<file path="src/hdl/mem_sub_pkg.sv">
/* Address map, bus widths and the enum types shared by the request pipeline */
`default_nettype none

package mem_sub_pkg;

  // Request and data bus widths
  localparam int DATA_W = 32;
  localparam int ADDR_W = 32;

  // ==========================================================
  // Address map
  // ==========================================================
  // Data RAM, 16 KB at 0x0000_0000 to 0x0000_3FFF
  localparam int RAM_WORDS = 4096;
  localparam int RAM_AW    = 12;

  // Debug area, reached over APB while in debug mode
  localparam logic [ADDR_W-1:0] DEBUG_AREA_START = 32'h0001_0000;
  localparam logic [ADDR_W-1:0] DEBUG_AREA_END   = 32'h0001_1FFF;

  // APB carries the byte offset inside the debug area
  localparam int APB_AW = 13;

  localparam logic [ADDR_W-1:0] TOHOST_ADDR = 32'h8000_1000;

  // ==========================================================
  // Types
  // ==========================================================
  typedef enum logic {
    OP_READ,
    OP_WRITE
  } op_e;

  typedef enum logic [1:0] {
    REGION_RAM,
    REGION_DEBUG,
    REGION_TOHOST,
    REGION_NONE
  } region_e;

  typedef enum logic [1:0] {
    APB_IDLE,
    APB_SETUP,
    APB_ACCESS
  } apb_state_e;

endpackage

`default_nettype wire

</file>
<file path="src/hdl/rsp_buffer.sv">
/* Stage three: one-entry response register facing the bus master */
`timescale 1ns/1ps
`default_nettype none

module rsp_buffer (
  input  wire                            clk,
  input  wire                            reset_n,
  input  wire                            i_acc_valid,
  output logic                           o_acc_ready,
  input  wire [mem_sub_pkg::DATA_W-1:0]  i_acc_rdata,
  input  wire                            i_acc_error,
  output logic                           o_rsp_valid,
  input  wire                            i_rsp_ready,
  output logic [mem_sub_pkg::DATA_W-1:0] o_rsp_rdata,
  output logic                           o_rsp_error
);

  logic load;

  // Refill in the same cycle the current response leaves
  assign o_acc_ready = !o_rsp_valid || i_rsp_ready;
  assign load        = i_acc_valid && o_acc_ready;

  always_ff @(posedge clk or negedge reset_n)
  begin
    if (!reset_n)
      o_rsp_valid <= 1'b0;
    else if (load)
      o_rsp_valid <= 1'b1;
    else if (i_rsp_ready)
      o_rsp_valid <= 1'b0;
  end

  always_ff @(posedge clk)
  begin
    if (load)
    begin
      o_rsp_rdata <= i_acc_rdata;
      o_rsp_error <= i_acc_error;
    end
  end

endmodule

`default_nettype wire

</file>
<file path="config.mk">
export PLATFORM = sky130hd
export DESIGN_NAME = rsp_buffer
export DESIGN_NICKNAME = d
export VERILOG_FILES = /design/src/hdl/mem_sub_pkg.sv /design/src/hdl/rsp_buffer.sv
export SDC_FILE = /design/constraint.sdc
export NUM_CORES = 1
export LEC_CHECK = 0
export BUFFER_PORTS_ARGS = -buffer_cell sky130_fd_sc_hd__buf_2
export CORE_ASPECT_RATIO = 1.5
export CORE_MARGIN = 8
export CORE_UTILIZATION = 35
export CTS_CLUSTER_SIZE = 25
export DETAILED_ROUTE_END_ITERATION = 8
export PLACE_DENSITY = 0.8
export SETUP_SLACK_MARGIN = 0.5
export SKIP_LAST_GASP = 1
export SLEW_MARGIN = 25
export SYNTH_ARGS = -nofsm -noshare
export SYNTH_HDL_FRONTEND = slang
export SYNTH_SLANG_ARGS = --single-unit
</file>
<file path="constraint.sdc">
create_clock -name clk -period 1.1 [get_ports clk]
set_input_delay 0.33 -clock clk [delete_from_list [all_inputs] [get_ports clk]]
set_output_delay 0.33 -clock clk [all_outputs]
set_load 0.02 [all_outputs]
</file>
==> reports/qor.csv <==
stage;metric;value;unit
clocking;CTS tree;built;
final_layout;final instance area;1898;µm²
global_route;met3 GRT Util;0.04938;
sta;fmax;0.8206;GHz
floorplanning;die width;60.61;µm
final_layout;Final nets;165;
critical_path;Worst path max stage delay;0.42;ns
synth;Synthesized Nets;74;
synth;syn_area_per_cell;28.24;µm²
clocking;Worst-path clk slew;0.06;ns
detailed_routing;Routed Antenna Nets;0;
clocking;CTS Buf Count;5;
detailed_routing;Vias/cell;4.125;
power_and_ir_drop;PwrDens;1465;nW/µm²
run_status;failing checks;setup timing;
synth;synth warn;0;
placed_design;GPL Wtd Cong;0.6495;
sta;crit share post-route;1.108;
sta;final setup vio count;68;
min_path;Hold Crit Class;input port to flop;
placed_design;port bufs;71;
synth;distinct cell type count after synthesis;5;
detailed_routing;total number of vias;693;
critical_path;family with the most delay on the worst path;flip-flops;
floorplanning;Initial Util;0.3624;
floorplanning;IO Pins;72;
detailed_routing;drt wl/cell;16.88;µm
floorplanning;Core Area;2883;µm²
critical_path;Crit Path Category;flop to primary output;
synth;sequential share of the synthesized area;0.9725;
final_layout;Layout area overhead;81.68;%
job;maxcap violations;0;
clocking;clock root buffer master;clkbuf_8;
floorplanning;Die Ht;82.92;µm
critical_path;Worst Path Buf+Inv;1;
sta;Tightest Pin Transition;0.1206;ns
global_route;vias in the first global route;810;
global_route;first-pass GRT wire length;4091;µm
global_route;met2 Use GR;0.2106;
placed_design;DP Area;1510;µm²
final_layout;share of layout cells above drive strength 1;0.7054;
power_and_ir_drop;worst vdd ir;1069;µV
floorplanning;Die Area;5025;µm²
power_and_ir_drop;P_leak;0.8129;nW
floorplanning;Site Rows;24;
sta;Final Skew;0.002740;ns
critical_path;Data arrival, critical path;0.89;ns
sta;RSZ-0062 raised after global routing;yes;
sta;Worst slew margin;0.9201;
placed_design;Place WS;-0.06602;ns
sta;max-slew violation count;0;
clocking;maximum clock insertion buffer count;2;
clocking;clk_lat worst skew;0.27;ns
final_layout;most common cell after layout, fill and taps aside;buf_2;
critical_path;Cell Chain, Critical Path;nand2b_4 > buf_6;
clocking;Sinks on Clock Net;34;
synth;Post-Syn Instances;37;
global_route;met1 Use GR;0.09333;
final_layout;most frequent cells in the layout;buf_2, edfxtp_1, buf_6, clkbuf_8, buf_12;
clocking;CTS H-tree lvls;2;
power_and_ir_drop;Tot Pwr;2.780;mW
sta;time the worst path needs with I/O delays and setup;1.219;ns
final_layout;Diodes inserted;0;
critical_path;Max Fanout on Critical Path;3;
critical_path;Startpoint Class;flop;
critical_path;Worst path slowest cell;dfrtp_2;
sta;PnR worst setup slack;-0.1186;ns
sta;worst hold slack;0.2267;ns
global_route;largest net degree at the start of global routing;14;
detailed_routing;drt pass-1 iters;2;
critical_path;Setup crit end kind;primary output;
sta;final hold violation count;0;
global_route;GR peak layer;met2;
global_route;initial antenna violation count;0;
detailed_routing;drt initial violations;7;
detailed_routing;Total Wirelength;2835;µm
critical_path;Worst Path Required;0.77;ns
global_route;total global-route track usage;0.1178;
synth;flops & latches, synth;34;
detailed_routing;Post-route DRC;0;
global_route;total grt overflow;0;
synth;Netlist Area Pre-Place;1045;µm²
run_status;status;complete, but fails checks;
-- state kept, by name (all words and copies together) (netlist names) --
name,count
o_rsp_error,1
o_rsp_rdata,32
o_rsp_valid,1
-- final cells by class --
cell class | count | area [µm²]
flip-flops and latches | 34 | 1017
fillers | 219 | 984.7
repair buffers | 84 | 723.2
clock buffers | 5 | 68.82
well taps | 39 | 48.80
multi-input cells | 3 | 28.78
clock inverters | 3 | 11.26
-- final timing paths --
check	slack [ns]	depth (start not counted)	from	to
worst max-delay path	-0.12	2	o_rsp_valid	o_acc_ready
worst min-delay path	0.23	1	i_acc_rdata[12]	o_rsp_rdata[12]
worst max register to register	-0.11	4	o_rsp_valid	o_rsp_error
worst min register to register	0.93	6	o_rsp_valid	o_rsp_valid
max in group asynchronous	0.66	2	reset_n	o_rsp_valid
min in group asynchronous	0.35	2	reset_n	o_rsp_valid
-- per-stage QoR --
stage,cells,setup TNS [ns],utilization
after floorplan,37,-5.584,-
after global placement,150,-1.270,0.5239
after detailed placement,150,-1.958,0.5239
after CTS,166,-4.843,0.6168
after global routing,168,-6.571,0.6584
final,168,-4.218,0.6584
-- repair_timing --
item / 4_1_cts / 5_1_grt
gates cloned: 1 / 1
endpoints found under the setup margin: 69 / 69
hold buffers: 1 / 0
resized for setup: 26 / 28
endpoints found under the hold margin: 1 / 0
buffers inserted: 6 / 1
-- cells in the mapped netlist --
cell type	instances	share of area
and2_4	1	0.0084
edfxtp_1	33	0.95
dfrtp_1	1	0.024
nand2b_4	1	0.013
nand2b_1	1	0.0060
-- where the power goes --
part | internal (mW) | leakage (nW) | switching, mW | total [mW]
combinational | 0.244 | 0.448 | 0.191 | 0.435
clock | 0.421 | 0.0407 | 0.386 | 0.807
sequential | 1.51 | 0.324 | 0.0292 | 1.54
-- kinds of logic (layout without fill, tap and decap cells) --
kind of cell / count (synthesis) / in the layout / synth area share
flops: 34 / 34 / 0.9725
simple gates: 3 / 3 / 0.02755
buf+inv: 0 / 92 / 0
-- worst register-to-register path: stages, from the launching register on --
cell and delay [ns]:
dfrtp_2 0.42, nand2b_4 0.08, and2_4 0.18, buf_12 0.12, clkbuf_16 0.13
-- routing by layer --
| layer | wire length, µm | share of wire | vias to the layer above |
|---|---|---|---|
| li1 | - | - | 327 |
| met1 | 840 | 0.30 | 323 |
| met2 | 1707 | 0.60 | 39 |
| met3 | 217 | 0.077 | 4 |
| met4 | 70 | 0.025 | 0 |
| met5 | 0 | 0 | - |
No activity file was read; power rests on OpenSTA's default activity.
