===== config.mk =====
export PLATFORM = sky130hd
export DESIGN_NAME = req_decode
export DESIGN_NICKNAME = d
export VERILOG_FILES = /design/src/hdl/mem_sub_pkg.sv /design/src/hdl/req_decode.sv
export SDC_FILE = /design/constraint.sdc
export NUM_CORES = 1
export LEC_CHECK = 0
export BUFFER_PORTS_ARGS = -buffer_cell sky130_fd_sc_hd__buf_4
export CORE_ASPECT_RATIO = 1.2
export CORE_MARGIN = 3
export CORE_UTILIZATION = 45
export CTS_CLUSTER_DIAMETER = 30
export CTS_CLUSTER_SIZE = 14
export DETAILED_ROUTE_END_ITERATION = 8
export GPL_TIMING_DRIVEN = 0
export PLACE_DENSITY_LB_ADDON = 0.1
export SETUP_SLACK_MARGIN = 0.02
export SKIP_LAST_GASP = 1
export SYNTH_ARGS = -nofsm -noshare
export SYNTH_HDL_FRONTEND = slang
export SYNTH_SLANG_ARGS = --single-unit

===== constraint.sdc =====
create_clock -name clk -period 5.7 [get_ports clk]
set_clock_uncertainty 0.2 [all_clocks]
set_input_delay 0.285 -clock clk [delete_from_list [all_inputs] [get_ports clk]]
set_output_delay 0.285 -clock clk [all_outputs]
set_load 0.01 [all_outputs]

===== src/hdl/mem_sub_pkg.sv =====
/* Address map, bus widths and the enum types shared by the request pipeline */
`default_nettype none

package mem_sub_pkg;

  // Request and data bus widths
  localparam int DATA_W = 32;
  localparam int ADDR_W = 32;

  // ==========================================================
  // Address map
  // ==========================================================
  // Data RAM, 16 KB at 0x0000_0000 to 0x0000_3FFF
  localparam int RAM_WORDS = 4096;
  localparam int RAM_AW    = 12;

  // Debug area, reached over APB while in debug mode
  localparam logic [ADDR_W-1:0] DEBUG_AREA_START = 32'h0001_0000;
  localparam logic [ADDR_W-1:0] DEBUG_AREA_END   = 32'h0001_1FFF;

  // APB carries the byte offset inside the debug area
  localparam int APB_AW = 13;

  localparam logic [ADDR_W-1:0] TOHOST_ADDR = 32'h8000_1000;

  // ==========================================================
  // Types
  // ==========================================================
  typedef enum logic {
    OP_READ,
    OP_WRITE
  } op_e;

  typedef enum logic [1:0] {
    REGION_RAM,
    REGION_DEBUG,
    REGION_TOHOST,
    REGION_NONE
  } region_e;

  typedef enum logic [1:0] {
    APB_IDLE,
    APB_SETUP,
    APB_ACCESS
  } apb_state_e;

endpackage

`default_nettype wire


===== src/hdl/req_decode.sv =====
/* Stage one: request intake, init window tracking and address classification */
`timescale 1ns/1ps
`default_nettype none

module req_decode (
  input  wire                            clk,
  input  wire                            reset_n,
  input  wire                            i_req_valid,
  output logic                           o_req_ready,
  input  wire mem_sub_pkg::op_e          i_req_op,
  input  wire [mem_sub_pkg::ADDR_W-1:0]  i_req_addr,
  input  wire [mem_sub_pkg::DATA_W-1:0]  i_req_wdata,
  input  wire                            i_debug_mode,
  input  wire                            i_init_wen,
  output logic                           o_unavailable,
  output logic                           o_dec_valid,
  input  wire                            i_dec_ready,
  output mem_sub_pkg::op_e               o_dec_op,
  output mem_sub_pkg::region_e           o_dec_region,
  output logic [mem_sub_pkg::ADDR_W-1:0] o_dec_addr,
  output logic [mem_sub_pkg::DATA_W-1:0] o_dec_wdata
);

  logic                 init_wen_q;
  logic                 init_active;
  logic                 req_fire;
  logic                 in_ram;
  logic                 in_debug;
  mem_sub_pkg::region_e region;

  // Init window follows the edges of i_init_wen
  always_ff @(posedge clk or negedge reset_n)
  begin
    if (!reset_n)
    begin
      init_wen_q  <= 1'b0;
      init_active <= 1'b0;
    end
    else
    begin
      init_wen_q <= i_init_wen;
      if (i_init_wen && !init_wen_q)
        init_active <= 1'b1;
      else if (!i_init_wen && init_wen_q)
        init_active <= 1'b0;
    end
  end

  assign o_unavailable = init_active;

  // Closed from the first init write on, and while the stage register is stuck
  assign o_req_ready = !(init_active || i_init_wen) && (!o_dec_valid || i_dec_ready);
  assign req_fire    = i_req_valid && o_req_ready;

  // Region select
  always_comb
  begin
    in_ram   = (i_req_addr[mem_sub_pkg::ADDR_W-1:mem_sub_pkg::RAM_AW+2] == '0);
    in_debug = (i_req_addr >= mem_sub_pkg::DEBUG_AREA_START) &&
               (i_req_addr <= mem_sub_pkg::DEBUG_AREA_END);
    if (in_ram)
      region = mem_sub_pkg::REGION_RAM;
    else if (in_debug && i_debug_mode)
      region = mem_sub_pkg::REGION_DEBUG;
    else if (i_req_addr == mem_sub_pkg::TOHOST_ADDR)
      region = mem_sub_pkg::REGION_TOHOST;
    else
      region = mem_sub_pkg::REGION_NONE;
  end

  always_ff @(posedge clk or negedge reset_n)
  begin
    if (!reset_n)
      o_dec_valid <= 1'b0;
    else if (req_fire)
      o_dec_valid <= 1'b1;
    else if (i_dec_ready)
      o_dec_valid <= 1'b0;
  end

  always_ff @(posedge clk)
  begin
    if (req_fire)
    begin
      o_dec_op     <= i_req_op;
      o_dec_region <= region;
      o_dec_addr   <= i_req_addr;
      o_dec_wdata  <= i_req_wdata;
    end
  end

endmodule

`default_nettype wire


==> impl_metrics.ini <==
[status]
status = finished, final reports clean

[placement]
dp_hpwl_um = 3997
gp_congestion = 0.7159
placedCellCount = 290
port_buffers = 140

[critical_path]
path_cells = dlygate4sd3_1 -> buf_4 -> nor3_1 -> and2_2 -> buf_12
worst_path_max_delay_cell = and2_2
critPathTopFamily = simple AND/OR/NAND/NOR gates
worstPathArrival_ps = 2470
end_kind = flop
max_stage_delay_ps = 840
cp.buffers_inverters = 3
critPathLaunchType = primary input
critical_path_class = primary input to flop
critPathRequiredTime_ps = 5530
critPathMaxFanout = 39

[floorplanning]
die_w_um = 70.60
ios = 141
dieArea_sq_um = 5897
coreArea_sq_um = 4696
die_h_um = 83.52
std_cell_rows = 27
start_util = 0.4799

[timing]
setup_viol = 0
max_clock_freq_ghz = 0.3782
tightest_slew_ps = 931.4
slew_viol_final = 0
tns_ps = 0
period_needed_ps = 2644
period_share = 0.4639
rsz0062_at_grt = false
finalHoldViolCount = 0
slew_headroom = 0.3791

[synthesis]
ys_seq_area_frac = 0.9262
synthCells = 91
yosysWarnings = 0
synthesis.nets = 163
synth-seq-cells = 70
syn_area_per_cell_sq_um = 24.76
synth_cell_types = 18
syn-cell-area_sq_um = 2253

[detailed_routing]
route.detailed.drc = 0
wire_per_inst_um = 20.41
via_per_inst = 4.933
drt_wl_total_um = 7593
antenna_left = 0
vias = 1835
drtPass1Iterations = 4
drt_iter0_markers = 104

[pwr]
ir_worst_vdd_v = 0.0002363
power_density_nw_per_um2 = 266.5
power_leakage_nw = 1.748
total_power_mw = 1.132

[grt]
grt_remaining_overflow = 0
grt_pass1_wl_um = 11520
grt_pass1_vias = 2085
grt_max_degree = 40
antenna_found_initial = 0
grt_usage = 0.2701

[cells_and_area]
nets = 383
fill_cells = 165
multi_input_area_sq_um = 163.9
final-seq-area_sq_um = 2087
drive_above_1_share = 0.4968
syn_to_final_growth_pct = 88.51
fin_cells = 372
antenna_cells = 0

[clock_network]
cts_setup_buffers = 0
max-clock-path-buffers = 2
htreeDepth = 3
clk_pin_slew_worst_paths_ps = 70
cts-root-buf = clkbuf_8
numCtsBuffers = 9
cts_resized = 0
cts_tree = yes
cts.sinks = 70
clock_latency_ps = 330

[worst_hold_path]
hold_class = primary input to async pin

[run]
cap_violations = 0
[final timing paths]
path                                           start                   endpoint  slack (ps)  cells after the start
min                                          reset_n       init_wen_q$_DFF_PN0_          70                      2
max reg2reg                  o_dec_valid$_DFFE_PN0P_  o_dec_wdata[22]$_DFFE_PP_        3190                      4
min reg2reg                o_unavailable$_DFFE_PN0P_  o_unavailable$_DFFE_PN0P_         390                      1
max in group asynchronous                    reset_n    o_dec_valid$_DFFE_PN0P_        5140                      2
max                                       i_init_wen  o_dec_wdata[22]$_DFFE_PP_        3060                      5
min in group clk                         i_dec_ready    o_dec_valid$_DFFE_PN0P_          90                      3
[sequential cells by signal, indices dropped and copies added, names as in the netlist]
| name | flops |
|---|---|
| init_wen_q | 1 |
| o_dec_addr | 32 |
| o_dec_op | 1 |
| o_dec_region | 2 |
| o_dec_valid | 1 |
| o_dec_wdata | 32 |
| o_unavailable | 1 |
[per-layer routing]
layer  vias to the layer above  part of all wire  GRT usage
met2                       140              0.56     0.4983
met1                       864              0.31     0.2647
met4                         0             0.037     0.1214
met3                        24             0.089    0.09518
li1                        807                 -          -
met5                         -                 0          0
[per-stage QoR]
stage | hold WS [ps] | utilization | area, sq um | worst slack [ps]
3_3_place_gp | -126.4 | 0.7192 | 3377 | 2294
2_1_floorplan | -210.6 | - | 2253 | 2517
4_1_cts | 62.26 | 0.9046 | 4248 | 3202
6_report | 68.77 | 0.9046 | 4248 | 3056
3_5_place_dp | -124.1 | 0.7237 | 3398 | 3363
5_1_grt | 86.79 | 0.9046 | 4248 | 2979
[placed cells by master, fill, tap and decap left out, types with 2 or more instances in the layout]
master         Yosys  layout
buf_4              0     140
clkbuf_1           0       2
clkbuf_8           0       9
clkinv_1           0       2
dfrtp_1            3       3
dlygate4sd3_1      0      68
edfxtp_1          67      67
nor4_1             3       3
nor4_2             3       3
nor4b_1            2       2
[synth_stat cells]
cell,instances,area [sq um]
nor4b_1,2,17.52
a41oi_1,1,8.760
and2_1,1,6.260
a21o_1,1,7.510
or2_1,1,6.260
dfrtp_1,3,75.07
a211o_1,1,8.760
inv_1,1,3.750
mux2_2,1,11.26
nand4_1,1,6.260
nor2_1,1,3.750
nor3_1,1,5.000
nor4_1,3,18.77
nand2b_1,1,6.260
edfxtp_1,67,2012
ha_1,1,12.51
nor4_2,3,37.54
nor2b_1,1,6.260
[cell families after synthesis]
group | share of synthesized area
buffers and inverters | 0.001664
muxes | 0.004997
adders and majority gates | 0.005552
and+or+nand+nor | 0.05054
DFF | 0.9262
AOI/OAI and AO/OA | 0.01111
[cell type report]
cell class	count	area share
Clock buffer	11	0.03093
Clock inverter	3	0.008837
Timing Repair Buffer	209	0.4124
Inverter	1	0.0008837
Tap cell	58	0.01708
Sequential cell	70	0.4913
Multi-Input combinational cell	20	0.03859
[what timing repair did]
action | CTS | global route
endpoints found under the setup margin | 0 | 0
hold buffers | 68 | 0
endpoints found under the hold margin | 70 | 0
[where the power goes]
part	total [mW]	switching [mW]	internal, mW
sequential	0.605	0.00912	0.596
clock	0.366	0.171	0.195
combinational	0.161	0.0652	0.0956
total	1.13	0.245	0.887
Power figures use the tool's default switching activity.
